$ cat src/cpu_pkg.sv
package cpu_pkg;

	////////////////////////////////////////////////////////////////////////////
	// datapath sizes
	////////////////////////////////////////////////////////////////////////////
	localparam int DATA_W = 32;
	localparam int REG_AW = 5;

	// unit selector from decode
	localparam logic [2:0] SEL_NOP   = 3'd0;
	localparam logic [2:0] SEL_LOGIC = 3'd1;
	localparam logic [2:0] SEL_SHIFT = 3'd2;
	localparam logic [2:0] SEL_MOVE  = 3'd3;
	localparam logic [2:0] SEL_ARITH = 3'd4;

	////////////////////////////////////////////////////////////////////////////
	// operation codes, grouped by selector
	////////////////////////////////////////////////////////////////////////////
	localparam logic [7:0] OP_AND   = 8'b0010_0100;
	localparam logic [7:0] OP_OR    = 8'b0010_0101;
	localparam logic [7:0] OP_XOR   = 8'b0010_0110;
	localparam logic [7:0] OP_NOR   = 8'b0010_0111;
	localparam logic [7:0] OP_LUI   = 8'b0000_1111;

	localparam logic [7:0] OP_SLL   = 8'b0000_0100;
	localparam logic [7:0] OP_SRL   = 8'b0000_0110;
	localparam logic [7:0] OP_SRA   = 8'b0000_0111;

	localparam logic [7:0] OP_MOVZ  = 8'b0000_1010;
	localparam logic [7:0] OP_MOVN  = 8'b0000_1011;
	localparam logic [7:0] OP_MFHI  = 8'b0001_0000;
	localparam logic [7:0] OP_MTHI  = 8'b0001_0001;
	localparam logic [7:0] OP_MFLO  = 8'b0001_0010;
	localparam logic [7:0] OP_MTLO  = 8'b0001_0011;

	localparam logic [7:0] OP_ADD   = 8'b0010_0000;
	localparam logic [7:0] OP_ADDU  = 8'b0010_0001;
	localparam logic [7:0] OP_SUB   = 8'b0010_0010;
	localparam logic [7:0] OP_SUBU  = 8'b0010_0011;
	localparam logic [7:0] OP_SLT   = 8'b0010_1010;
	localparam logic [7:0] OP_SLTU  = 8'b0010_1011;
	localparam logic [7:0] OP_CLZ   = 8'b1110_0000;
	localparam logic [7:0] OP_CLO   = 8'b1110_0001;
	localparam logic [7:0] OP_MUL   = 8'b0000_0010;
	localparam logic [7:0] OP_MULT  = 8'b0001_1000;
	localparam logic [7:0] OP_MULTU = 8'b0001_1001;

	////////////////////////////////////////////////////////////////////////////
	// stage records
	////////////////////////////////////////////////////////////////////////////

	// one decoded instruction per cycle
	typedef struct packed {
		logic [2:0]        alusel;
		logic [7:0]        aluop;
		logic [DATA_W-1:0] reg1;
		logic [DATA_W-1:0] reg2;
		logic              we;
		logic [REG_AW-1:0] waddr;
	} id_ex_t;

	// general register write
	typedef struct packed {
		logic              we;
		logic [REG_AW-1:0] waddr;
		logic [DATA_W-1:0] wdata;
	} gpr_wr_t;

	typedef struct packed {
		logic [DATA_W-1:0] hi;
		logic [DATA_W-1:0] lo;
	} hilo_t;

	// hi/lo writes always carry both halves
	typedef struct packed {
		logic  whilo;
		hilo_t hilo;
	} hilo_wr_t;

endpackage

$ cat src/lead_count.sv
`timescale 1ns/1ns

module lead_count import cpu_pkg::*; (
	input  logic [DATA_W-1:0] word,
	input  logic              ones,
	output logic [5:0]        count
);

	logic hit;

	// scan from the msb, stop at the first bit that differs from ones
	always_comb begin
		count = 6'd32;
		hit = 1'b0;
		for (int i = DATA_W - 1; i >= 0; i--) begin
			if (!hit && (word[i] != ones)) begin
				count = 6'(DATA_W - 1 - i);
				hit = 1'b1;
			end
		end
	end

endmodule

$ cat src/signed_mult.sv
`timescale 1ns/1ns

module signed_mult import cpu_pkg::*; (
	input  logic [DATA_W-1:0]   a,
	input  logic [DATA_W-1:0]   b,
	input  logic                is_signed,
	output logic [2*DATA_W-1:0] product
);

	logic                a_neg;
	logic                b_neg;
	logic [DATA_W-1:0]   a_mag;
	logic [DATA_W-1:0]   b_mag;
	logic [2*DATA_W-1:0] mag_product;

	// sign-magnitude: multiply magnitudes, fix the sign afterwards
	assign a_neg = is_signed & a[DATA_W-1];
	assign b_neg = is_signed & b[DATA_W-1];

	// the most negative word maps to 2^31, still fits unsigned
	assign a_mag = a_neg ? (~a + 1'b1) : a;
	assign b_mag = b_neg ? (~b + 1'b1) : b;

	assign mag_product = {{DATA_W{1'b0}}, a_mag} * {{DATA_W{1'b0}}, b_mag};

	assign product = (a_neg ^ b_neg) ? (~mag_product + 1'b1) : mag_product;

endmodule

$ cat src/ex_stage.sv
`timescale 1ns/1ns

module ex_stage import cpu_pkg::*; (
	input  logic     clk,
	input  logic     reset_n,
	input  id_ex_t   id,
	input  hilo_t    hilo_fwd,
	output gpr_wr_t  ex_gpr,
	output hilo_wr_t ex_hilo
);

	logic [DATA_W-1:0]   logic_res;
	logic [DATA_W-1:0]   shift_res;
	logic [DATA_W-1:0]   move_res;
	logic                move_ok;
	logic [DATA_W-1:0]   arith_res;
	logic                arith_ok;

	logic                is_sub;
	logic [DATA_W-1:0]   addend;
	logic [DATA_W:0]     sum_ext;
	logic [DATA_W-1:0]   sum;
	logic                overflow;
	logic                lt_signed;
	logic                lt_unsigned;

	logic [5:0]          lead;
	logic [2*DATA_W-1:0] product;

	gpr_wr_t             gpr_next;
	hilo_wr_t            hilo_next;

	lead_count lead_count_i (
		.word  (id.reg1),
		.ones  (id.aluop == OP_CLO),
		.count (lead)
	);

	signed_mult signed_mult_i (
		.a         (id.reg1),
		.b         (id.reg2),
		.is_signed (id.aluop != OP_MULTU),
		.product   (product)
	);

	//////////////////////////////////////////////////////////////////////////
	// shared adder, subtract as a + ~b + 1
	//////////////////////////////////////////////////////////////////////////
	assign is_sub = (id.aluop == OP_SUB) || (id.aluop == OP_SUBU) ||
			(id.aluop == OP_SLT) || (id.aluop == OP_SLTU);
	assign addend  = is_sub ? ~id.reg2 : id.reg2;
	assign sum_ext = {1'b0, id.reg1} + {1'b0, addend} + {{DATA_W{1'b0}}, is_sub};
	assign sum     = sum_ext[DATA_W-1:0];

	// signed overflow, operands alike in sign but sum differs
	assign overflow = (id.reg1[DATA_W-1] == addend[DATA_W-1]) &&
			  (sum[DATA_W-1] != id.reg1[DATA_W-1]);

	assign lt_signed   = sum[DATA_W-1] ^ overflow;
	// no carry out on a - b means borrow
	assign lt_unsigned = ~sum_ext[DATA_W];

	//////////////////////////////////////////////////////////////////////////
	// per-group results
	//////////////////////////////////////////////////////////////////////////
	always_comb begin
		case (id.aluop)
			OP_AND:  logic_res = id.reg1 & id.reg2;
			OP_OR:   logic_res = id.reg1 | id.reg2;
			OP_XOR:  logic_res = id.reg1 ^ id.reg2;
			OP_NOR:  logic_res = ~(id.reg1 | id.reg2);
			OP_LUI:  logic_res = {id.reg2[15:0], 16'd0};
			default: logic_res = '0;
		endcase
	end

	// shift amount from reg1, data from reg2
	always_comb begin
		case (id.aluop)
			OP_SLL:  shift_res = id.reg2 << id.reg1[4:0];
			OP_SRL:  shift_res = id.reg2 >> id.reg1[4:0];
			OP_SRA:  shift_res = $signed(id.reg2) >>> id.reg1[4:0];
			default: shift_res = '0;
		endcase
	end

	always_comb begin
		move_ok = 1'b1;
		case (id.aluop)
			OP_MOVZ: begin
				move_res = id.reg1;
				move_ok = (id.reg2 == '0);
			end
			OP_MOVN: begin
				move_res = id.reg1;
				move_ok = (id.reg2 != '0);
			end
			OP_MFHI: move_res = hilo_fwd.hi;
			OP_MFLO: move_res = hilo_fwd.lo;
			default: move_res = '0;
		endcase
	end

	always_comb begin
		arith_ok = 1'b1;
		case (id.aluop)
			OP_ADD, OP_SUB: begin
				arith_res = sum;
				arith_ok = ~overflow;
			end
			OP_ADDU, OP_SUBU: arith_res = sum;
			OP_SLT:           arith_res = DATA_W'(lt_signed);
			OP_SLTU:          arith_res = DATA_W'(lt_unsigned);
			OP_CLZ, OP_CLO:   arith_res = DATA_W'(lead);
			OP_MUL:           arith_res = product[DATA_W-1:0];
			default:          arith_res = '0;
		endcase
	end

	//////////////////////////////////////////////////////////////////////////
	// writes toward memory stage
	//////////////////////////////////////////////////////////////////////////
	always_comb begin
		gpr_next.waddr = id.waddr;
		case (id.alusel)
			SEL_LOGIC: begin
				gpr_next.we = id.we;
				gpr_next.wdata = logic_res;
			end
			SEL_SHIFT: begin
				gpr_next.we = id.we;
				gpr_next.wdata = shift_res;
			end
			SEL_MOVE: begin
				gpr_next.we = id.we & move_ok;
				gpr_next.wdata = move_res;
			end
			SEL_ARITH: begin
				gpr_next.we = id.we & arith_ok;
				gpr_next.wdata = arith_res;
			end
			default: begin
				gpr_next.we = id.we;
				gpr_next.wdata = '0;
			end
		endcase
	end

	// mthi/mtlo keep the newest value of the other half
	always_comb begin
		hilo_next = '0;
		if (id.alusel == SEL_MOVE && id.aluop == OP_MTHI) begin
			hilo_next.whilo = 1'b1;
			hilo_next.hilo.hi = id.reg1;
			hilo_next.hilo.lo = hilo_fwd.lo;
		end else if (id.alusel == SEL_MOVE && id.aluop == OP_MTLO) begin
			hilo_next.whilo = 1'b1;
			hilo_next.hilo.hi = hilo_fwd.hi;
			hilo_next.hilo.lo = id.reg1;
		end else if (id.alusel == SEL_ARITH &&
				(id.aluop == OP_MULT || id.aluop == OP_MULTU)) begin
			hilo_next.whilo = 1'b1;
			hilo_next.hilo = product;
		end
	end

	always_ff @(posedge clk or negedge reset_n) begin
		if (!reset_n) begin
			ex_gpr <= '0;
			ex_hilo <= '0;
		end else begin
			ex_gpr <= gpr_next;
			ex_hilo <= hilo_next;
		end
	end

endmodule

$ cat src/hilo_pipe.sv
`timescale 1ns/1ns

module hilo_pipe import cpu_pkg::*; (
	input  logic     clk,
	input  logic     reset_n,
	input  gpr_wr_t  ex_gpr,
	input  hilo_wr_t ex_hilo,
	output gpr_wr_t  wb,
	output hilo_t    hilo,
	output hilo_t    hilo_fwd
);

	gpr_wr_t  mem_gpr;
	hilo_wr_t mem_hilo;
	hilo_t    hilo_reg;

	////////////////////////////////////////////////////////////////////////////
	// memory to writeback latch
	////////////////////////////////////////////////////////////////////////////
	always_ff @(posedge clk or negedge reset_n) begin
		if (!reset_n) begin
			mem_gpr <= '0;
			mem_hilo <= '0;
		end else begin
			mem_gpr <= ex_gpr;
			mem_hilo <= ex_hilo;
		end
	end

	////////////////////////////////////////////////////////////////////////////
	// architectural hi/lo
	////////////////////////////////////////////////////////////////////////////
	always_ff @(posedge clk or negedge reset_n) begin
		if (!reset_n) begin
			hilo_reg <= '0;
		end else if (mem_hilo.whilo) begin
			hilo_reg <= mem_hilo.hilo;
		end
	end

	// newest first: execute reg, then latch, then architectural
	always_comb begin
		if (ex_hilo.whilo) begin
			hilo_fwd = ex_hilo.hilo;
		end else if (mem_hilo.whilo) begin
			hilo_fwd = mem_hilo.hilo;
		end else begin
			hilo_fwd = hilo_reg;
		end
	end

	assign wb = mem_gpr;
	assign hilo = hilo_reg;

endmodule

$ cat src/exec_top.sv
`timescale 1ns/1ns

module exec_top import cpu_pkg::*; (
	input  logic    clk,
	input  logic    reset_n,
	input  id_ex_t  id,
	output gpr_wr_t wb,
	output hilo_t   hilo
);

	gpr_wr_t  ex_gpr;
	hilo_wr_t ex_hilo;
	hilo_t    hilo_fwd;

	////////////////////////////////////////////////////////////////////////////
	// execute, then memory/writeback with hi/lo
	////////////////////////////////////////////////////////////////////////////
	ex_stage ex_stage_i (
		.clk      (clk),
		.reset_n  (reset_n),
		.id       (id),
		.hilo_fwd (hilo_fwd),
		.ex_gpr   (ex_gpr),
		.ex_hilo  (ex_hilo)
	);

	// forwarded hi/lo loops back into execute
	hilo_pipe hilo_pipe_i (
		.clk      (clk),
		.reset_n  (reset_n),
		.ex_gpr   (ex_gpr),
		.ex_hilo  (ex_hilo),
		.wb       (wb),
		.hilo     (hilo),
		.hilo_fwd (hilo_fwd)
	);

endmodule

$ cat config.mk
export PLATFORM = sky130hd
export DESIGN_NAME = exec_top
export DESIGN_NICKNAME = d
export VERILOG_FILES = /design/src/cpu_pkg.sv /design/src/lead_count.sv /design/src/signed_mult.sv /design/src/ex_stage.sv /design/src/hilo_pipe.sv /design/src/exec_top.sv
export SDC_FILE = /design/constraint.sdc
export NUM_CORES = 2
export LEC_CHECK = 0
export ABC_AREA = 1
export ABC_CLOCK_PERIOD_IN_PS = 3600
export BUFFER_PORTS_ARGS = -buffer_cell sky130_fd_sc_hd__buf_2
export CAP_MARGIN = 10
export CORE_ASPECT_RATIO = 0.9
export CORE_UTILIZATION = 60
export DETAILED_ROUTE_END_ITERATION = 6
export PLACE_DENSITY = 0.77
export SLEW_MARGIN = 20
export SYNTH_ARGS = -nofsm -noshare
export SYNTH_HDL_FRONTEND = slang
export SYNTH_SLANG_ARGS = --single-unit
$ cat constraint.sdc
create_clock -name clk -period 3.6 [get_ports clk]
set_input_delay 1.08 -clock clk [delete_from_list [all_inputs] [get_ports clk]]
set_output_delay 1.08 -clock clk [all_outputs]
set_load 0.01 [all_outputs]
* Word-level counts from Yosys, hierarchy flattened
Cells that the tools add are included.
Cells by class: divide/modulo/power cells 0, shifts and indexed selects 3, add/subtract/negate cells 5, multipliers 1, muxes and demuxes 80, reductions and logical operators 76, $lt $le $gt $ge 0, bitwise gates (word level) 15, equality and inequality tests 64
Operator list (number):
- one-hot mux 32 bit (5 select lines) | 2
- 2-to-1 mux 65 bit | 3
- 2-to-1 mux 6 bit | 32
- 2-to-1 mux 64 bit | 3
- one-hot mux 32 bit (3 select lines) | 2
- one-hot mux 32 bit (4 select lines) | 1
- 2-to-1 mux 32 bit | 3
- inverter 32 bit | 3
- == test 8 x 6 -> 1 bit (second input constant) | 10
- adder 32 x 1 -> 32 bit (second input constant) | 2
- adder 64 x 1 -> 64 bit (second input constant) | 1
- multiplier 32 x 32 -> 64 bit | 1
- inverter 64 bit | 1
- == test 8 x 5 -> 1 bit (second input constant) | 6
- logical AND 1 bit | 35
- adder 32 x 32 -> 33 bit | 1
- adder 33 x 1 -> 33 bit | 1
- inequality test 1 bit | 33
- AND 32 bit | 1
- logical NOT 32 bit | 1
- 2-to-1 mux 1 bit | 32
- bitwise OR 32 bit | 1
- nonzero test 32 bit | 1
- left shift 32 x 5 -> 32 bit | 1
- other kinds (20) | 67
Storage, ports and cells: bits in latches 0, logic and storage cells 258, bits in read-only memories 0, memory bits (writable) 0, memories 0, bits in registers 270

* Longest topological paths before layout
depth in word-level cells 98, gate-level depth with buffers 64

* Cells and area by module
Synthesis repeated with hierarchy kept, for this count alone.
Unflattened totals: cell total of the unflattened synthesis 8337, area, all modules 59289.4 um2
Modules (own cells, without submodules):
- signed_mult | seq. area each 0.0 um2, cells each 5413, times used 1, area each 38723.4 um2
- ex_stage | seq. area each 2577.5 um2, cells each 2062, times used 1, area each 12977.4 um2
- hilo_pipe | seq. area each 4179.0 um2, cells each 707, times used 1, area each 6575.1 um2
- lead_count | seq. area each 0.0 um2, cells each 155, times used 1, area each 1013.5 um2

* Worst setup path before layout
No wires, ideal clock.
path type input -> register, start input port id[38] (netlist name), end register ex_stage_i.ex_hilo[63] (netlist name), setup slack -7.275 ns, path buffers 5, setup time 0.129 ns, arrival 10.746 ns, stages 45, path through clkinv_1 > clkbuf_1 > buf_1 > clkbuf_1 > clkbuf_1 > ha_1 > nand3_1 > nor2_1 > nand3_1 > o21ai_0 > xor2_1 > clkbuf_1 > nor2_1 > fa_1 > inv_1 > fa_1 > fa_1 > fa_1 > (+9 left out) > inv_1 > a21oi_1 > inv_1 > a21oi_1 > o221ai_1 > a21oi_1 > o21ai_0 > a21oi_1 > xor2_1 > nand2_1 > nor2_1 > nand2_1 > nor2_1 > nand3_1 > nand2_1 > a21oi_1 > o21ai_0 > nand3_1
RTL lines:
- start, declared | line exec_top.sv:6 | input id_ex_t id,

==> results.md <==
- The flow ran to the end, but the final reports show violations.
- The checks that failed: design-rule violations, negative setup slack.
- After clock tree synthesis, the clock-pin slew on the worst setup and hold paths is 0.07 ns.
- Counting flops with an async set or reset pin after synthesis yields a share of 100%.
- The first element of the critical path is id[8].
- Dividing the detail-routed via count by the number of cells gives 6.16.
- The post-route standard cell area excluding fillers is 73000 um2.
- The share of layout cells above drive strength 1 is 27.7%.
- No sink is reached through more buffers than the 3 on the longest clock path.
- The global routing usage summed across all routing layers is 54.2%.
- In the routed design, unresolved DRC markers number 80.
- The routed design has 261000 um of wire.
- The summed negative setup slack over all endpoints is -544.11 ns.
- The via count of the first global-routing pass is 60800.
- Setup violations remaining at the end of the flow were counted as 96.
- The leading area contributor after synthesis is fa_1.
- The final critical path takes up 301% of the cycle.
- The post-detailed-placement half-perimeter wirelength is 211000 um.
- The remaining antenna violation count after routing is 0.
- The count of buffers from port buffering is 184.
- The worst hold path class is reg2reg.
- The type of the worst setup path is in2reg.
- Across all setup checks in the final design, the least slack found is -7.22 ns.
- The total overflow left after global routing is 0.
- The final hold violation count is 0.
- Relative to the synthesized area, the layout overhead comes to 31.3%.
- In this run the cell area measured after placement is 69300 um2.
- The reported max-cap violation count is 0.
- The startpoint of the lowest-slack hold path is ex_stage_i.ex_gpr[12].
- The slowest stage of the critical path is the fa_1 cell.
- The post-detailed-route wirelength per cell is 26.2 um.
- The initial antenna violation count is 16.
- STA classifies the critical path startpoint as an input pin.
- In this run the clock root is driven by a clkbuf_16.
- After layout, the minimum clock period comes to 10.82 ns.
- The number of hold buffers added after CTS was 0.
- The post-synthesis cell type count is 79.
- The sequential fraction of the synthesis area is 12.1%.
- Counting the buffers created by CTS gives 22.
- The initial utilization of the core area, before any placement, comes to 60.8%.
- The total area inside the core boundary comes to 91400 um2.
- In this run, synthesis produced a sequential element count of 270.
- The weighted congestion reported at the end of routability-driven placement is 1.27.
- The required arrival time at the worst endpoint is 4.08 ns.
- The final clock skew is 0.0328 ns.
- Setup repair after global routing could not meet its margin everywhere.
- In this run the number of H-tree levels came out at 1.
- STA classifies the critical path endpoint as a flop.
- The die span in x is 323 um.
- After filler insertion, the fill cell instance count of the layout stands at 6040.
- The summed instance area of the synthesized netlist is 55600 um2.
- Measured against its own limit, the worst slew margin works out to 36.9%.
- The pin count of the biggest net entering global routing is 95.
- The die covers 93900 um2.
- The first-pass GRT wire length is 373000 um.
- In this run the count of I/O pins placed on the die edge is 185.
- The area share of the largest cell type after synthesis is 32.3%.
- For the worst-skew pair, the clock arrives at the later sink with an insertion delay of 0.57 ns.
- The most used flip-flop cell after synthesis is dfrtp_1.
- In the final design database the tool counted 10000 nets.
- The number of nets in the synthesized netlist is 8633.
- The synthesis warning total is 0.
- The TritonCTS clock tree is yes.
- Sorting the synthesized cells by area gives the leading types as fa_1, dfrtp_1, nand2_1.
- For this run, the detailed router's first-pass iteration total came to 7.
- In this run, the number of DRC markers left after iteration 0 of detailed routing was 8947.
- The worst register-to-register path begins at hilo_pipe_i.mem_hilo[64].
- Static timing analysis puts the maximum clock frequency at 92.4 MHz.
- The number of pins exceeding their max-slew limit in the final report is 0.
- The number of cells produced by synthesis is 7291.
- The floorplan step set the die height to 291 um.
- At the worst endpoint, the arrival time is 11.30 ns.
- The vias after detailed routing is 61200.
- The number of flops mapped to enable cells by yosys is 0.
- For the pin with the worst max-slew slack, the measured transition is 0.946 ns.
- In this run the worst path has a maximum fanout of 6.
- In this run the mean area of a mapped cell was 7.63 um2.
- The CTS sink count is 270.
- In this run the core area contains 105 standard-cell rows.
- On the worst path, the slowest cell contributes a delay of 0.58 ns.
- In the final layout, the multi-input gates occupy 44800 um2.
- The area used by sequential logic in the layout is 6760 um2.
==> cell type report <==
class / count / area share [%]
Inverter: 1504 / 7.78
Clock inverter: 8 / 0.197
Antenna cell: 22 / 0.0754
Multi-Input combinational cell: 5192 / 61.4
Clock buffer: 32 / 0.860
Timing Repair Buffer: 1688 / 18.3
Sequential cell: 270 / 9.26
Tap cell: 1230 / 2.11
==> layout by cell type (no fill, tap or decap), types with 37 or more instances in the layout <==
cell type,instances
ha_1,329
xor2_1,117
nand4_1,37
nand2_2,77
inv_2,48
dfrtp_1,268
fa_2,40
nand3_1,119
fa_1,857
a221oi_1,43
mux2_2,64
buf_12,80
buf_2,181
buf_4,1396
xor2_2,37
inv_1,1424
o21ai_0,222
nor2_2,61
nand2_1,1536
a21oi_1,205
nor2_1,746
==> through the flow <==
step                      worst slack [ns]  std cells  hold slack, ns  utilization (%)
after floorplan                      -6.43       7291           0.331                -
after global placement               -7.70       9829           0.331             75.8
after detailed placement             -7.90       9829           0.335             75.8
after CTS                            -6.86       9882           0.351             77.9
after global routing                 -7.71       9931           0.354             79.8
final                                -7.22       9946           0.350             79.9
==> critical path: cells and delay by family <==
kind,cells,cell delay [ns]
and+or+nand+nor,18,2.47
AOI/OAI and AO/OA,10,1.60
xor gates and xnor gates,2,0.46
adders and majority gates,9,4.34
buffers and inverters,14,1.33
==> Yosys cell counts (all sizes together) (5+ instances only) <==
master and n:
nand3b 18, inv 1479, o221ai 40, xnor2 43
o22ai 16, a21o 6, o21ai 294, mux2i 11
nand3 151, clkinv 25, xor2 164, ha 362
clkbuf 272, o21a 16, a22oi 18, a211oi 5
a22o 12, o31ai 11, dfrtp 270, o2111ai 38
a31oi 37, o211ai 35, or2 20, buf 50
a21oi 252, a221oi 51, nor2 843, a21boi 7
nor3 55, fa 897, nand2 1631, mux2 64
o21bai 6, o22a 5, nand4 43, nor4 22
==> cell families (layout without fill, tap and decap cells) <==
kind of cell / Yosys count / after routing / synth area share (%)
muxes: 75 / 75 / 1.49
AOI/OAI and AO/OA: 866 / 866 / 9.56
DFF: 270 / 270 / 12.1
xor gates and xnor gates: 207 / 207 / 3.32
other: 0 / 22 / 0
buffers and inverters: 1829 / 3232 / 12.9
and+or+nand+nor: 2785 / 2785 / 20.2
adders and majority gates: 1259 / 1259 / 40.4
==> final timing paths <==
check                                         endpoint  slack (ns)  cells after the start
worst min register to register      hilo_pipe_i.wb[12]        0.35                      0
worst max-delay path            ex_stage_i.ex_hilo[62]       -7.22                     53
worst max register to register    ex_stage_i.ex_gpr[6]        0.82                      6
max in group asynchronous        ex_stage_i.ex_gpr[33]        2.18                      2
worst min-delay path                hilo_pipe_i.wb[12]        0.35                      0
min in group asynchronous       ex_stage_i.ex_hilo[31]        0.47                      1
==> metal layers <==
| metal | wire (um) | part of all wire [%] | vias up | GRT usage, % |
|---|---|---|---|---|
| li1 | - | - | 25100 | - |
| met1 | 87900 | 34 | 29000 | 69.1 |
| met2 | 105000 | 40 | 5485 | 74.7 |
| met3 | 44400 | 17 | 1641 | 23.1 |
| met4 | 23100 | 8.9 | 20 | 34.4 |
| met5 | 873 | 0.33 | - | 6.10 |
==> what timing repair did <==
action                                  4_1_cts  5_1_grt
setup buffers                                13       39
pin swaps                                    39      145
endpoints found under the setup margin       96       96
cloned                                        0        3
gates resized for setup                     222      352
Power is left out: the tool's default activity adds up to more than one toggle a clock period on the data nets, which glitch-free logic cannot reach.
